`src/mesh_pkg.sv`:
```
package mesh_pkg;

   localparam int x_cord_width = 2;
   localparam int y_cord_width = 2;
   localparam int addr_width   = 4;
   localparam int data_width   = 32;
   localparam int num_ports    = 5;

   // router port order, proc is the local socket
   typedef enum logic [2:0]
   {
      proc  = 3'd0,
      west  = 3'd1,
      east  = 3'd2,
      north = 3'd3,
      south = 3'd4
   } dir_e;

   typedef enum logic [1:0]
   {
      store     = 2'd0,
      load      = 2'd1,
      csr_write = 2'd2
   } opcode_e;

   typedef enum logic [1:0]
   {
      idle   = 2'd0,
      access = 2'd1,
      reply  = 2'd2
   } socket_state_e;

   // destination first, the router reads it from the top bits
   typedef struct packed
   {
      logic [x_cord_width-1:0] dst_x;
      logic [y_cord_width-1:0] dst_y;
      logic [x_cord_width-1:0] src_x;
      logic [y_cord_width-1:0] src_y;
      opcode_e                 opcode;
      logic [addr_width-1:0]   addr;
      logic [data_width-1:0]   data;
   } fwd_packet_s;

   typedef struct packed
   {
      logic [x_cord_width-1:0] dst_x;
      logic [y_cord_width-1:0] dst_y;
      logic [data_width-1:0]   data;
   } rev_packet_s;

   typedef struct packed
   {
      logic        v;
      fwd_packet_s pkt;
   } fwd_link_s;

   typedef struct packed
   {
      logic        v;
      rev_packet_s pkt;
   } rev_link_s;

   localparam int fwd_width = $bits(fwd_packet_s);
   localparam int rev_width = $bits(rev_packet_s);

   // load reads the store count here, csr_write ignores the address
   localparam logic [addr_width-1:0] csr_addr = {addr_width{1'b1}};

endpackage

```
`src/mesh_route_fifo.sv`:
```
`timescale 1ns/10ps

module mesh_route_fifo
#(
   parameter int width_p = 8
)
(
   input  logic               clk_i,
   input  logic               rst_n_i,
   input  logic               v_i,
   input  logic [width_p-1:0] data_i,
   output logic               ready_o,
   output logic               v_o,
   output logic [width_p-1:0] data_o,
   input  logic               yumi_i
);

   logic [1:0][width_p-1:0] mem_q;
   logic                    wptr_q;
   logic                    rptr_q;
   logic [1:0]              count_q;
   logic                    enq;

   assign ready_o = count_q != 2'd2;
   assign v_o     = count_q != 2'd0;
   assign data_o  = mem_q[rptr_q];
   assign enq     = v_i && ready_o;

   always_ff @(posedge clk_i or negedge rst_n_i)
   begin
      if (!rst_n_i)
      begin
         wptr_q  <= 1'b0;
         rptr_q  <= 1'b0;
         count_q <= 2'd0;
      end
      else
      begin
         if (enq)
            wptr_q <= ~wptr_q;
         if (yumi_i)
            rptr_q <= ~rptr_q;
         // simultaneous enq and deq leaves the count alone
         if (enq && !yumi_i)
            count_q <= count_q + 2'd1;
         else if (!enq && yumi_i)
            count_q <= count_q - 2'd1;
      end
   end

   always_ff @(posedge clk_i)
   begin
      if (enq)
         mem_q[wptr_q] <= data_i;
   end

endmodule

```
`src/mesh_router.sv`:
```
`timescale 1ns/10ps

module mesh_router
#(
   parameter int width_p = 8
)
(
   input  logic                                              clk_i,
   input  logic                                              rst_n_i,
   input  logic [mesh_pkg::num_ports-1:0]                    v_i,
   input  logic [mesh_pkg::num_ports-1:0][width_p-1:0]       data_i,
   output logic [mesh_pkg::num_ports-1:0]                    ready_o,
   output logic [mesh_pkg::num_ports-1:0]                    v_o,
   output logic [mesh_pkg::num_ports-1:0][width_p-1:0]       data_o,
   input  logic [mesh_pkg::num_ports-1:0]                    ready_i,
   input  logic [mesh_pkg::x_cord_width-1:0]                 my_x_i,
   input  logic [mesh_pkg::y_cord_width-1:0]                 my_y_i
);

   logic [mesh_pkg::num_ports-1:0]                    head_v;
   logic [mesh_pkg::num_ports-1:0][width_p-1:0]       head_data;
   logic [mesh_pkg::num_ports-1:0]                    yumi;
   mesh_pkg::dir_e [mesh_pkg::num_ports-1:0]          head_dir;
   mesh_pkg::dir_e [mesh_pkg::num_ports-1:0]          grant;
   mesh_pkg::dir_e [mesh_pkg::num_ports-1:0]          ptr_q;
   logic [mesh_pkg::num_ports-1:0]                    grant_v;

   for (genvar i = 0; i < mesh_pkg::num_ports; i++)
   begin : g_in
      mesh_route_fifo #(.width_p(width_p)) fifo
      (
         .clk_i   (clk_i),
         .rst_n_i (rst_n_i),
         .v_i     (v_i[i]),
         .data_i  (data_i[i]),
         .ready_o (ready_o[i]),
         .v_o     (head_v[i]),
         .data_o  (head_data[i]),
         .yumi_i  (yumi[i])
      );
   end

   // XY routing, x is resolved first
   always_comb
   begin
      logic [mesh_pkg::x_cord_width-1:0] dst_x;
      logic [mesh_pkg::y_cord_width-1:0] dst_y;
      for (int i = 0; i < mesh_pkg::num_ports; i++)
      begin
         dst_x = head_data[i][width_p-1 -: mesh_pkg::x_cord_width];
         dst_y = head_data[i][width_p-1-mesh_pkg::x_cord_width -: mesh_pkg::y_cord_width];
         if (dst_x > my_x_i)
            head_dir[i] = mesh_pkg::east;
         else if (dst_x < my_x_i)
            head_dir[i] = mesh_pkg::west;
         else if (dst_y > my_y_i)
            head_dir[i] = mesh_pkg::south;
         else if (dst_y < my_y_i)
            head_dir[i] = mesh_pkg::north;
         else
            head_dir[i] = mesh_pkg::proc;
      end
   end

   // round robin search starting at the pointer
   always_comb
   begin
      int idx;
      for (int o = 0; o < mesh_pkg::num_ports; o++)
      begin
         grant_v[o] = 1'b0;
         grant[o]   = ptr_q[o];
         for (int k = 0; k < mesh_pkg::num_ports; k++)
         begin
            idx = int'(ptr_q[o]) + k;
            if (idx >= mesh_pkg::num_ports)
               idx = idx - mesh_pkg::num_ports;
            if (!grant_v[o] && head_v[idx] && head_dir[idx] == mesh_pkg::dir_e'(o))
            begin
               grant_v[o] = 1'b1;
               grant[o]   = mesh_pkg::dir_e'(idx);
            end
         end
      end
   end

   always_comb
   begin
      for (int i = 0; i < mesh_pkg::num_ports; i++)
      begin
         yumi[i] = 1'b0;
         for (int o = 0; o < mesh_pkg::num_ports; o++)
            if (grant_v[o] && ready_i[o] && grant[o] == mesh_pkg::dir_e'(i))
               yumi[i] = 1'b1;
      end
   end

   for (genvar o = 0; o < mesh_pkg::num_ports; o++)
   begin : g_out
      assign v_o[o]    = grant_v[o];
      assign data_o[o] = head_data[grant[o]];
   end

   // a stalled output parks the pointer on its winner so the grant holds
   always_ff @(posedge clk_i or negedge rst_n_i)
   begin
      if (!rst_n_i)
         ptr_q <= {mesh_pkg::num_ports{mesh_pkg::proc}};
      else
      begin
         for (int o = 0; o < mesh_pkg::num_ports; o++)
         begin
            if (grant_v[o] && !ready_i[o])
               ptr_q[o] <= grant[o];
            else if (grant_v[o])
               ptr_q[o] <= (grant[o] == mesh_pkg::south) ? mesh_pkg::proc
                                                         : mesh_pkg::dir_e'(grant[o] + 3'd1);
         end
      end
   end

endmodule

```
`src/store_bank.sv`:
```
`timescale 1ns/10ps

module store_bank
(
   input  logic                            clk_i,
   input  logic                            we_i,
   input  logic                            re_i,
   input  logic [mesh_pkg::addr_width-1:0] addr_i,
   input  logic [mesh_pkg::data_width-1:0] wdata_i,
   output logic [mesh_pkg::data_width-1:0] rdata_o
);

   logic [mesh_pkg::data_width-1:0] mem_q [2**mesh_pkg::addr_width];

   always_ff @(posedge clk_i)
   begin
      if (we_i)
         mem_q[addr_i] <= wdata_i;
   end

   // read data holds until the next read strobe
   always_ff @(posedge clk_i)
   begin
      if (re_i)
         rdata_o <= mem_q[addr_i];
   end

endmodule

```
`src/store_counter.sv`:
```
`timescale 1ns/10ps

module store_counter
(
   input  logic                            clk_i,
   input  logic                            rst_n_i,
   input  logic                            store_done_i,
   input  logic                            unfreeze_i,
   output logic [mesh_pkg::data_width-1:0] count_o,
   output logic                            freeze_o
);

   always_ff @(posedge clk_i or negedge rst_n_i)
   begin
      if (!rst_n_i)
      begin
         count_o  <= '0;
         freeze_o <= 1'b1;
      end
      else
      begin
         if (store_done_i)
            count_o <= count_o + 1'b1;
         // only cleared, nothing sets it again before reset
         if (unfreeze_i)
            freeze_o <= 1'b0;
      end
   end

endmodule

```
`src/socket_ctrl.sv`:
```
`timescale 1ns/10ps

module socket_ctrl
(
   input  logic                            clk_i,
   input  logic                            rst_n_i,
   input  mesh_pkg::fwd_link_s             req_link_i,
   output logic                            req_ready_o,
   output mesh_pkg::rev_link_s             rsp_link_o,
   input  logic                            rsp_ready_i,
   input  logic                            freeze_i,
   output logic                            bank_we_o,
   output logic                            bank_re_o,
   output logic [mesh_pkg::addr_width-1:0] bank_addr_o,
   output logic [mesh_pkg::data_width-1:0] bank_wdata_o,
   input  logic [mesh_pkg::data_width-1:0] bank_rdata_i,
   input  logic [mesh_pkg::data_width-1:0] count_i,
   output logic                            store_done_o,
   output logic                            unfreeze_o
);

   mesh_pkg::socket_state_e state_q;
   mesh_pkg::fwd_packet_s   req_q;
   logic                    served;
   logic                    csr_load;
   logic                    in_access;

   // frozen socket still takes control writes
   assign served    = !freeze_i || req_q.opcode == mesh_pkg::csr_write;
   assign csr_load  = req_q.opcode == mesh_pkg::load && req_q.addr == mesh_pkg::csr_addr;
   assign in_access = state_q == mesh_pkg::access;

   always_ff @(posedge clk_i or negedge rst_n_i)
   begin
      if (!rst_n_i)
         state_q <= mesh_pkg::idle;
      else
      begin
         case (state_q)
            mesh_pkg::idle:
               if (req_link_i.v)
                  state_q <= mesh_pkg::access;
            mesh_pkg::access:
               state_q <= mesh_pkg::reply;
            mesh_pkg::reply:
               if (rsp_ready_i)
                  state_q <= mesh_pkg::idle;
            default:
               state_q <= mesh_pkg::idle;
         endcase
      end
   end

   always_ff @(posedge clk_i)
   begin
      if (req_ready_o && req_link_i.v)
         req_q <= req_link_i.pkt;
   end

   assign req_ready_o  = state_q == mesh_pkg::idle;
   assign bank_we_o    = in_access && served && req_q.opcode == mesh_pkg::store;
   assign bank_re_o    = in_access && served && req_q.opcode == mesh_pkg::load && !csr_load;
   assign bank_addr_o  = req_q.addr;
   assign bank_wdata_o = req_q.data;
   assign store_done_o = bank_we_o;
   assign unfreeze_o   = in_access && req_q.opcode == mesh_pkg::csr_write && req_q.data == '0;

   // reply goes back to the requester
   always_comb
   begin
      rsp_link_o.v         = state_q == mesh_pkg::reply;
      rsp_link_o.pkt.dst_x = req_q.src_x;
      rsp_link_o.pkt.dst_y = req_q.src_y;
      if (!served)
         rsp_link_o.pkt.data = '1;
      else if (csr_load)
         rsp_link_o.pkt.data = count_i;
      else if (req_q.opcode == mesh_pkg::load)
         rsp_link_o.pkt.data = bank_rdata_i;
      else
         rsp_link_o.pkt.data = '0;
   end

endmodule

```
`src/mesh_socket.sv`:
```
`timescale 1ns/10ps

module mesh_socket
(
   input  logic                clk_i,
   input  logic                rst_n_i,
   input  mesh_pkg::fwd_link_s req_link_i,
   output logic                req_ready_o,
   output mesh_pkg::rev_link_s rsp_link_o,
   input  logic                rsp_ready_i,
   output logic                freeze_o
);

   logic                            bank_we;
   logic                            bank_re;
   logic [mesh_pkg::addr_width-1:0] bank_addr;
   logic [mesh_pkg::data_width-1:0] bank_wdata;
   logic [mesh_pkg::data_width-1:0] bank_rdata;
   logic [mesh_pkg::data_width-1:0] count;
   logic                            store_done;
   logic                            unfreeze;

   socket_ctrl ctrl
   (
      .clk_i        (clk_i),
      .rst_n_i      (rst_n_i),
      .req_link_i   (req_link_i),
      .req_ready_o  (req_ready_o),
      .rsp_link_o   (rsp_link_o),
      .rsp_ready_i  (rsp_ready_i),
      .freeze_i     (freeze_o),
      .bank_we_o    (bank_we),
      .bank_re_o    (bank_re),
      .bank_addr_o  (bank_addr),
      .bank_wdata_o (bank_wdata),
      .bank_rdata_i (bank_rdata),
      .count_i      (count),
      .store_done_o (store_done),
      .unfreeze_o   (unfreeze)
   );

   store_bank bank
   (
      .clk_i   (clk_i),
      .we_i    (bank_we),
      .re_i    (bank_re),
      .addr_i  (bank_addr),
      .wdata_i (bank_wdata),
      .rdata_o (bank_rdata)
   );

   store_counter counter
   (
      .clk_i        (clk_i),
      .rst_n_i      (rst_n_i),
      .store_done_i (store_done),
      .unfreeze_i   (unfreeze),
      .count_o      (count),
      .freeze_o     (freeze_o)
   );

endmodule

```
`src/mesh_node.sv`:
```
`timescale 1ns/10ps

module mesh_node
(
   input  logic                                          clk_i,
   input  logic                                          rst_n_i,
   input  mesh_pkg::fwd_link_s [mesh_pkg::num_ports-2:0] fwd_link_i,
   output logic [mesh_pkg::num_ports-2:0]                fwd_ready_o,
   output mesh_pkg::fwd_link_s [mesh_pkg::num_ports-2:0] fwd_link_o,
   input  logic [mesh_pkg::num_ports-2:0]                fwd_ready_i,
   input  mesh_pkg::rev_link_s [mesh_pkg::num_ports-2:0] rev_link_i,
   output logic [mesh_pkg::num_ports-2:0]                rev_ready_o,
   output mesh_pkg::rev_link_s [mesh_pkg::num_ports-2:0] rev_link_o,
   input  logic [mesh_pkg::num_ports-2:0]                rev_ready_i,
   input  logic [mesh_pkg::x_cord_width-1:0]             my_x_i,
   input  logic [mesh_pkg::y_cord_width-1:0]             my_y_i,
   output logic                                          freeze_o
);

   logic [mesh_pkg::num_ports-1:0]                          fwd_v_li, fwd_ready_lo;
   logic [mesh_pkg::num_ports-1:0]                          fwd_v_lo, fwd_ready_li;
   logic [mesh_pkg::num_ports-1:0][mesh_pkg::fwd_width-1:0] fwd_data_li, fwd_data_lo;
   logic [mesh_pkg::num_ports-1:0]                          rev_v_li, rev_ready_lo;
   logic [mesh_pkg::num_ports-1:0]                          rev_v_lo, rev_ready_li;
   logic [mesh_pkg::num_ports-1:0][mesh_pkg::rev_width-1:0] rev_data_li, rev_data_lo;
   mesh_pkg::fwd_link_s                                     sock_req;
   mesh_pkg::rev_link_s                                     sock_rsp;

   // external port k-1 is router port k
   for (genvar k = 1; k < mesh_pkg::num_ports; k++)
   begin : g_ext
      assign fwd_v_li[k]         = fwd_link_i[k-1].v;
      assign fwd_data_li[k]      = fwd_link_i[k-1].pkt;
      assign fwd_ready_o[k-1]    = fwd_ready_lo[k];
      assign fwd_link_o[k-1].v   = fwd_v_lo[k];
      assign fwd_link_o[k-1].pkt = fwd_data_lo[k];
      assign fwd_ready_li[k]     = fwd_ready_i[k-1];
      assign rev_v_li[k]         = rev_link_i[k-1].v;
      assign rev_data_li[k]      = rev_link_i[k-1].pkt;
      assign rev_ready_o[k-1]    = rev_ready_lo[k];
      assign rev_link_o[k-1].v   = rev_v_lo[k];
      assign rev_link_o[k-1].pkt = rev_data_lo[k];
      assign rev_ready_li[k]     = rev_ready_i[k-1];
   end

   // socket only consumes requests and only produces replies
   assign fwd_v_li[0]     = 1'b0;
   assign fwd_data_li[0]  = '0;
   assign sock_req.v      = fwd_v_lo[0];
   assign sock_req.pkt    = fwd_data_lo[0];
   assign rev_v_li[0]     = sock_rsp.v;
   assign rev_data_li[0]  = sock_rsp.pkt;
   // replies addressed to this tile have no consumer and are sunk
   assign rev_ready_li[0] = 1'b1;

   mesh_router #(.width_p(mesh_pkg::fwd_width)) fwd_router
   (
      .clk_i   (clk_i),
      .rst_n_i (rst_n_i),
      .v_i     (fwd_v_li),
      .data_i  (fwd_data_li),
      .ready_o (fwd_ready_lo),
      .v_o     (fwd_v_lo),
      .data_o  (fwd_data_lo),
      .ready_i (fwd_ready_li),
      .my_x_i  (my_x_i),
      .my_y_i  (my_y_i)
   );

   mesh_router #(.width_p(mesh_pkg::rev_width)) rev_router
   (
      .clk_i   (clk_i),
      .rst_n_i (rst_n_i),
      .v_i     (rev_v_li),
      .data_i  (rev_data_li),
      .ready_o (rev_ready_lo),
      .v_o     (rev_v_lo),
      .data_o  (rev_data_lo),
      .ready_i (rev_ready_li),
      .my_x_i  (my_x_i),
      .my_y_i  (my_y_i)
   );

   mesh_socket socket
   (
      .clk_i       (clk_i),
      .rst_n_i     (rst_n_i),
      .req_link_i  (sock_req),
      .req_ready_o (fwd_ready_li[0]),
      .rsp_link_o  (sock_rsp),
      .rsp_ready_i (rev_ready_lo[0]),
      .freeze_o    (freeze_o)
   );

endmodule

```
`config.mk`:
```
export PLATFORM = sky130hd
export DESIGN_NAME = mesh_node
export DESIGN_NICKNAME = d
export VERILOG_FILES = /design/src/mesh_pkg.sv /design/src/mesh_route_fifo.sv /design/src/mesh_router.sv /design/src/store_bank.sv /design/src/store_counter.sv /design/src/socket_ctrl.sv /design/src/mesh_socket.sv /design/src/mesh_node.sv
export SDC_FILE = /design/constraint.sdc
export NUM_CORES = 2
export LEC_CHECK = 0
export ABC_AREA = 1
export ABC_CLOCK_PERIOD_IN_PS = 9600
export BUFFER_PORTS_ARGS = -buffer_cell sky130_fd_sc_hd__buf_2
export CAP_MARGIN = 20
export CORE_MARGIN = 5
export CORE_UTILIZATION = 30
export DETAILED_ROUTE_END_ITERATION = 16
export PLACE_DENSITY = 0.42
export SLEW_MARGIN = 5
export SYNTH_ARGS = -nofsm -noshare
export SYNTH_HDL_FRONTEND = slang
export SYNTH_SLANG_ARGS = --single-unit
```
`constraint.sdc`:
```
create_clock -name clk_i -period 9.6 [get_ports clk_i]
set_input_delay 1.92 -clock clk_i [delete_from_list [all_inputs] [get_ports clk_i]]
set_output_delay 1.92 -clock clk_i [all_outputs]
set_load 0.01 [all_outputs]
```
==> reports/qor.yml <==
run_status:
  status: "finished, final reports clean"
timing:
  worstMarginPinSlew_ns: 1.232
  setup_violations: 0
  slew-limit-headroom_pct: 15.55
  min_period_over_period_pct: 96.26
  drv_slew: 0
  clock_skew_ns: 0.06235
  clock.fmax_mhz: 108.2
  tns_ns: 0
  hold_viol_final: 0
  fin_crit_ns: 9.241
  rsz0062_at_grt: "no"
yosys:
  synthArstFlopShare_pct: 7.269
  synth_seq_cells: 1417
  syn_area_um2: 81220
  synth.most_common_cell: "nand2_1"
  ys_top_cells_by_count: "nand2_1 (3030), nand3_1 (1333), edfxtp_1 (1314)"
  synth_top_area_share_pct: 48.58
  synth_nets: 9785
  ys_top_cells_by_area: "edfxtp_1 (49%), nand2_1 (14%), nand3_1 (8.2%)"
  synth_edf_count: 1314
  yosysSeqAreaShare_pct: 51.76
  yosysWarningCount: 0
  syn_inst: 9250
  syn-mean-instance-area_um2: 8.781
  synth_top_flop_cell: "edfxtp_1"
  synthDistinctLibCells: 67
  yosys.area.top_type: "edfxtp_1"
clock_tree:
  clk_pin_slew_worst_paths_ns: 0.06
  cts.sinks: 1417
  htreeDepth: 4
  cts_made_buffers: 166
  cts_tree: "done"
  cts_buffer_depth: 3
  cts_setup_buffers: 0
  insertion_delay_ns: 0.86
  cts_root_buf: "clkbuf_16"
cells_and_area:
  area.growth.synth_to_final_pct: 14.42
  nets: 10159
  layout-drive-gt1-share_pct: 14.55
  fin_cells: 13369
floorplanning:
  fp.dieW_um: 530.3
  chipHeight_um: 530.3
  start_util_pct: 30.05
  io_pins: 695
  row_count: 191
  dieArea_um2: 281200
  fp.coreArea_um2: 270300
drt:
  routed_wl_um: 386100
  drc_errors: 0
  antenna_left: 0
  vias: 72355
  drt_iter0_markers: 8580
  dr.pass1.iters: 9
  vias_per_cell: 5.412
  routedWlPerCell_um: 28.88
global_route:
  grt_use_total_pct: 26.37
  grt_overflow: 0
  grt_max_degree: 130
  antenna_found_initial: 62
  grt_pass1_vias: 67524
  grt_pass1_wl_um: 534400
setup_path:
  rrSetupSlack_ns: 2.09
  cp-end-kind: "primary output"
  path_delay_family: "simple AND/OR/NAND/NOR gates"
  critPathKind: "register to primary output"
  max_stage_delay_ns: 0.70
  crit_top_cell: "nand2_1"
  required_ns: 7.68
  cp-start-kind: "register"
  cp.arrival_ns: 7.32
  cp_num_buf_inv: 5
  cp_max_fo: 41
  slowest_stage: "dfrtp_2"
placed_design:
  port_buffers: 694
  dp.cells: 13024
  gp_congestion: 0.9343
  hpwlAfterDp_um: 272000
job:
  maxCapViolations: 0
hold_path:
  holdCritPathClass: "register to register"
-- routing by layer --
metal | GRT usage [%] | vias up | wire length (um)
li1 | - | 32338 | -
met1 | 35.99 | 35652 | 165100
met2 | 41.15 | 3690 | 170400
met3 | 5.199 | 641 | 33400
met4 | 10.41 | 34 | 17030
met5 | 0 | - | 230
-- final timing paths --
check,from,end,depth (start not counted)
min in group asynchronous,rst_n_i,rev_router.g_in[2].fifo.count_q[1],1
max in group asynchronous,rst_n_i,rev_router.g_in[0].fifo.rptr_q,2
worst max-delay path,fwd_router.g_in[2].fifo.rptr_q,fwd_link_o[24],26
worst min register to register,socket.counter.count_o[31],socket.counter.count_o[31],1
worst min-delay path,socket.counter.count_o[31],socket.counter.count_o[31],1
worst max register to register,fwd_router.g_in[1].fifo.rptr_q,fwd_router.g_in[4].fifo.count_q[1],33
-- stage by stage --
step	util [%]	cell area, um^2	hold WS (ns)	setup WS [ns]
2_1_floorplan	-	81220	0.4215	3.057
3_3_place_gp	32.26	87180	0.4551	0.2480
3_5_place_dp	32.28	87240	0.4571	0.3265
4_1_cts	34.34	92820	0.4686	0.1933
5_1_grt	34.36	92880	0.4914	0.08084
6_report	34.38	92930	0.4699	0.3595
-- final cells by class --
class | count | area (um^2)
diodes | 33 | 82.58
clock buffers | 220 | 4457
clock inverters | 90 | 1130
fillers | 27855 | 177400
inverters | 592 | 2228
multi-input cells | 6565 | 33480
flip-flops and latches | 1417 | 42050
well taps | 3570 | 4467
repair buffers | 882 | 5045
-- cells by family after synthesis --
group,after synthesis,share of synthesized area (%)
AND/OR/NAND/NOR,5071,26.96
buffers and inverters,1268,7.521
flip-flops,1417,51.76
adder cells (fa/ha/maj),185,2.942
multiplexers,151,1.861
XOR/XNOR,101,1.108
AO/OA/AOI/OAI,1057,7.853
-- flip-flops by register name, indices dropped and copies added, names as in the netlist, 5 cells and up --
register,flops
rev_router.g_in.fifo.wptr_q,5
fwd_router.g_in.fifo.mem_q,368
socket.counter.count_o,32
fwd_router.g_in.fifo.count_q,10
socket.bank.mem_q,512
rev_router.g_in.fifo.rptr_q,5
rev_router.ptr_q,15
fwd_router.ptr_q,15
socket.bank.rdata_o,32
socket.ctrl.bank_wdata_o,32
rev_router.g_in.fifo.mem_q,360
rev_router.g_in.fifo.count_q,10
-- layout by cell type (no fill, tap or decap), drive strengths merged, types with 10 or more instances in the layout --
cell and count:
a21oi 227, a22oi 263, buf 881, bufinv 15, clkbuf 221, clkinv 64
clkinvlp 12, dfrtp 102, diode 33, edfxtp 1314, fa 10, ha 175
inv 591, mux2i 151, nand2 3058, nand3 1342, nand3b 28, nand4 114
nor2 356, nor3 27, nor4 13, o211ai 61, o21ai 442, o221ai 13
o22ai 12, or2 95, or4 32, xnor2 30, xor2 71
-- timing repair --
item,in CTS,in global routing
hold buffers,0,0
setup endpoints to repair,0,1
gates resized for setup,0,1
endpoints found under the hold margin,0,0
Power is left out: the tool's default activity adds up to more than one toggle a clock period on the data nets, which glitch-free logic cannot reach.
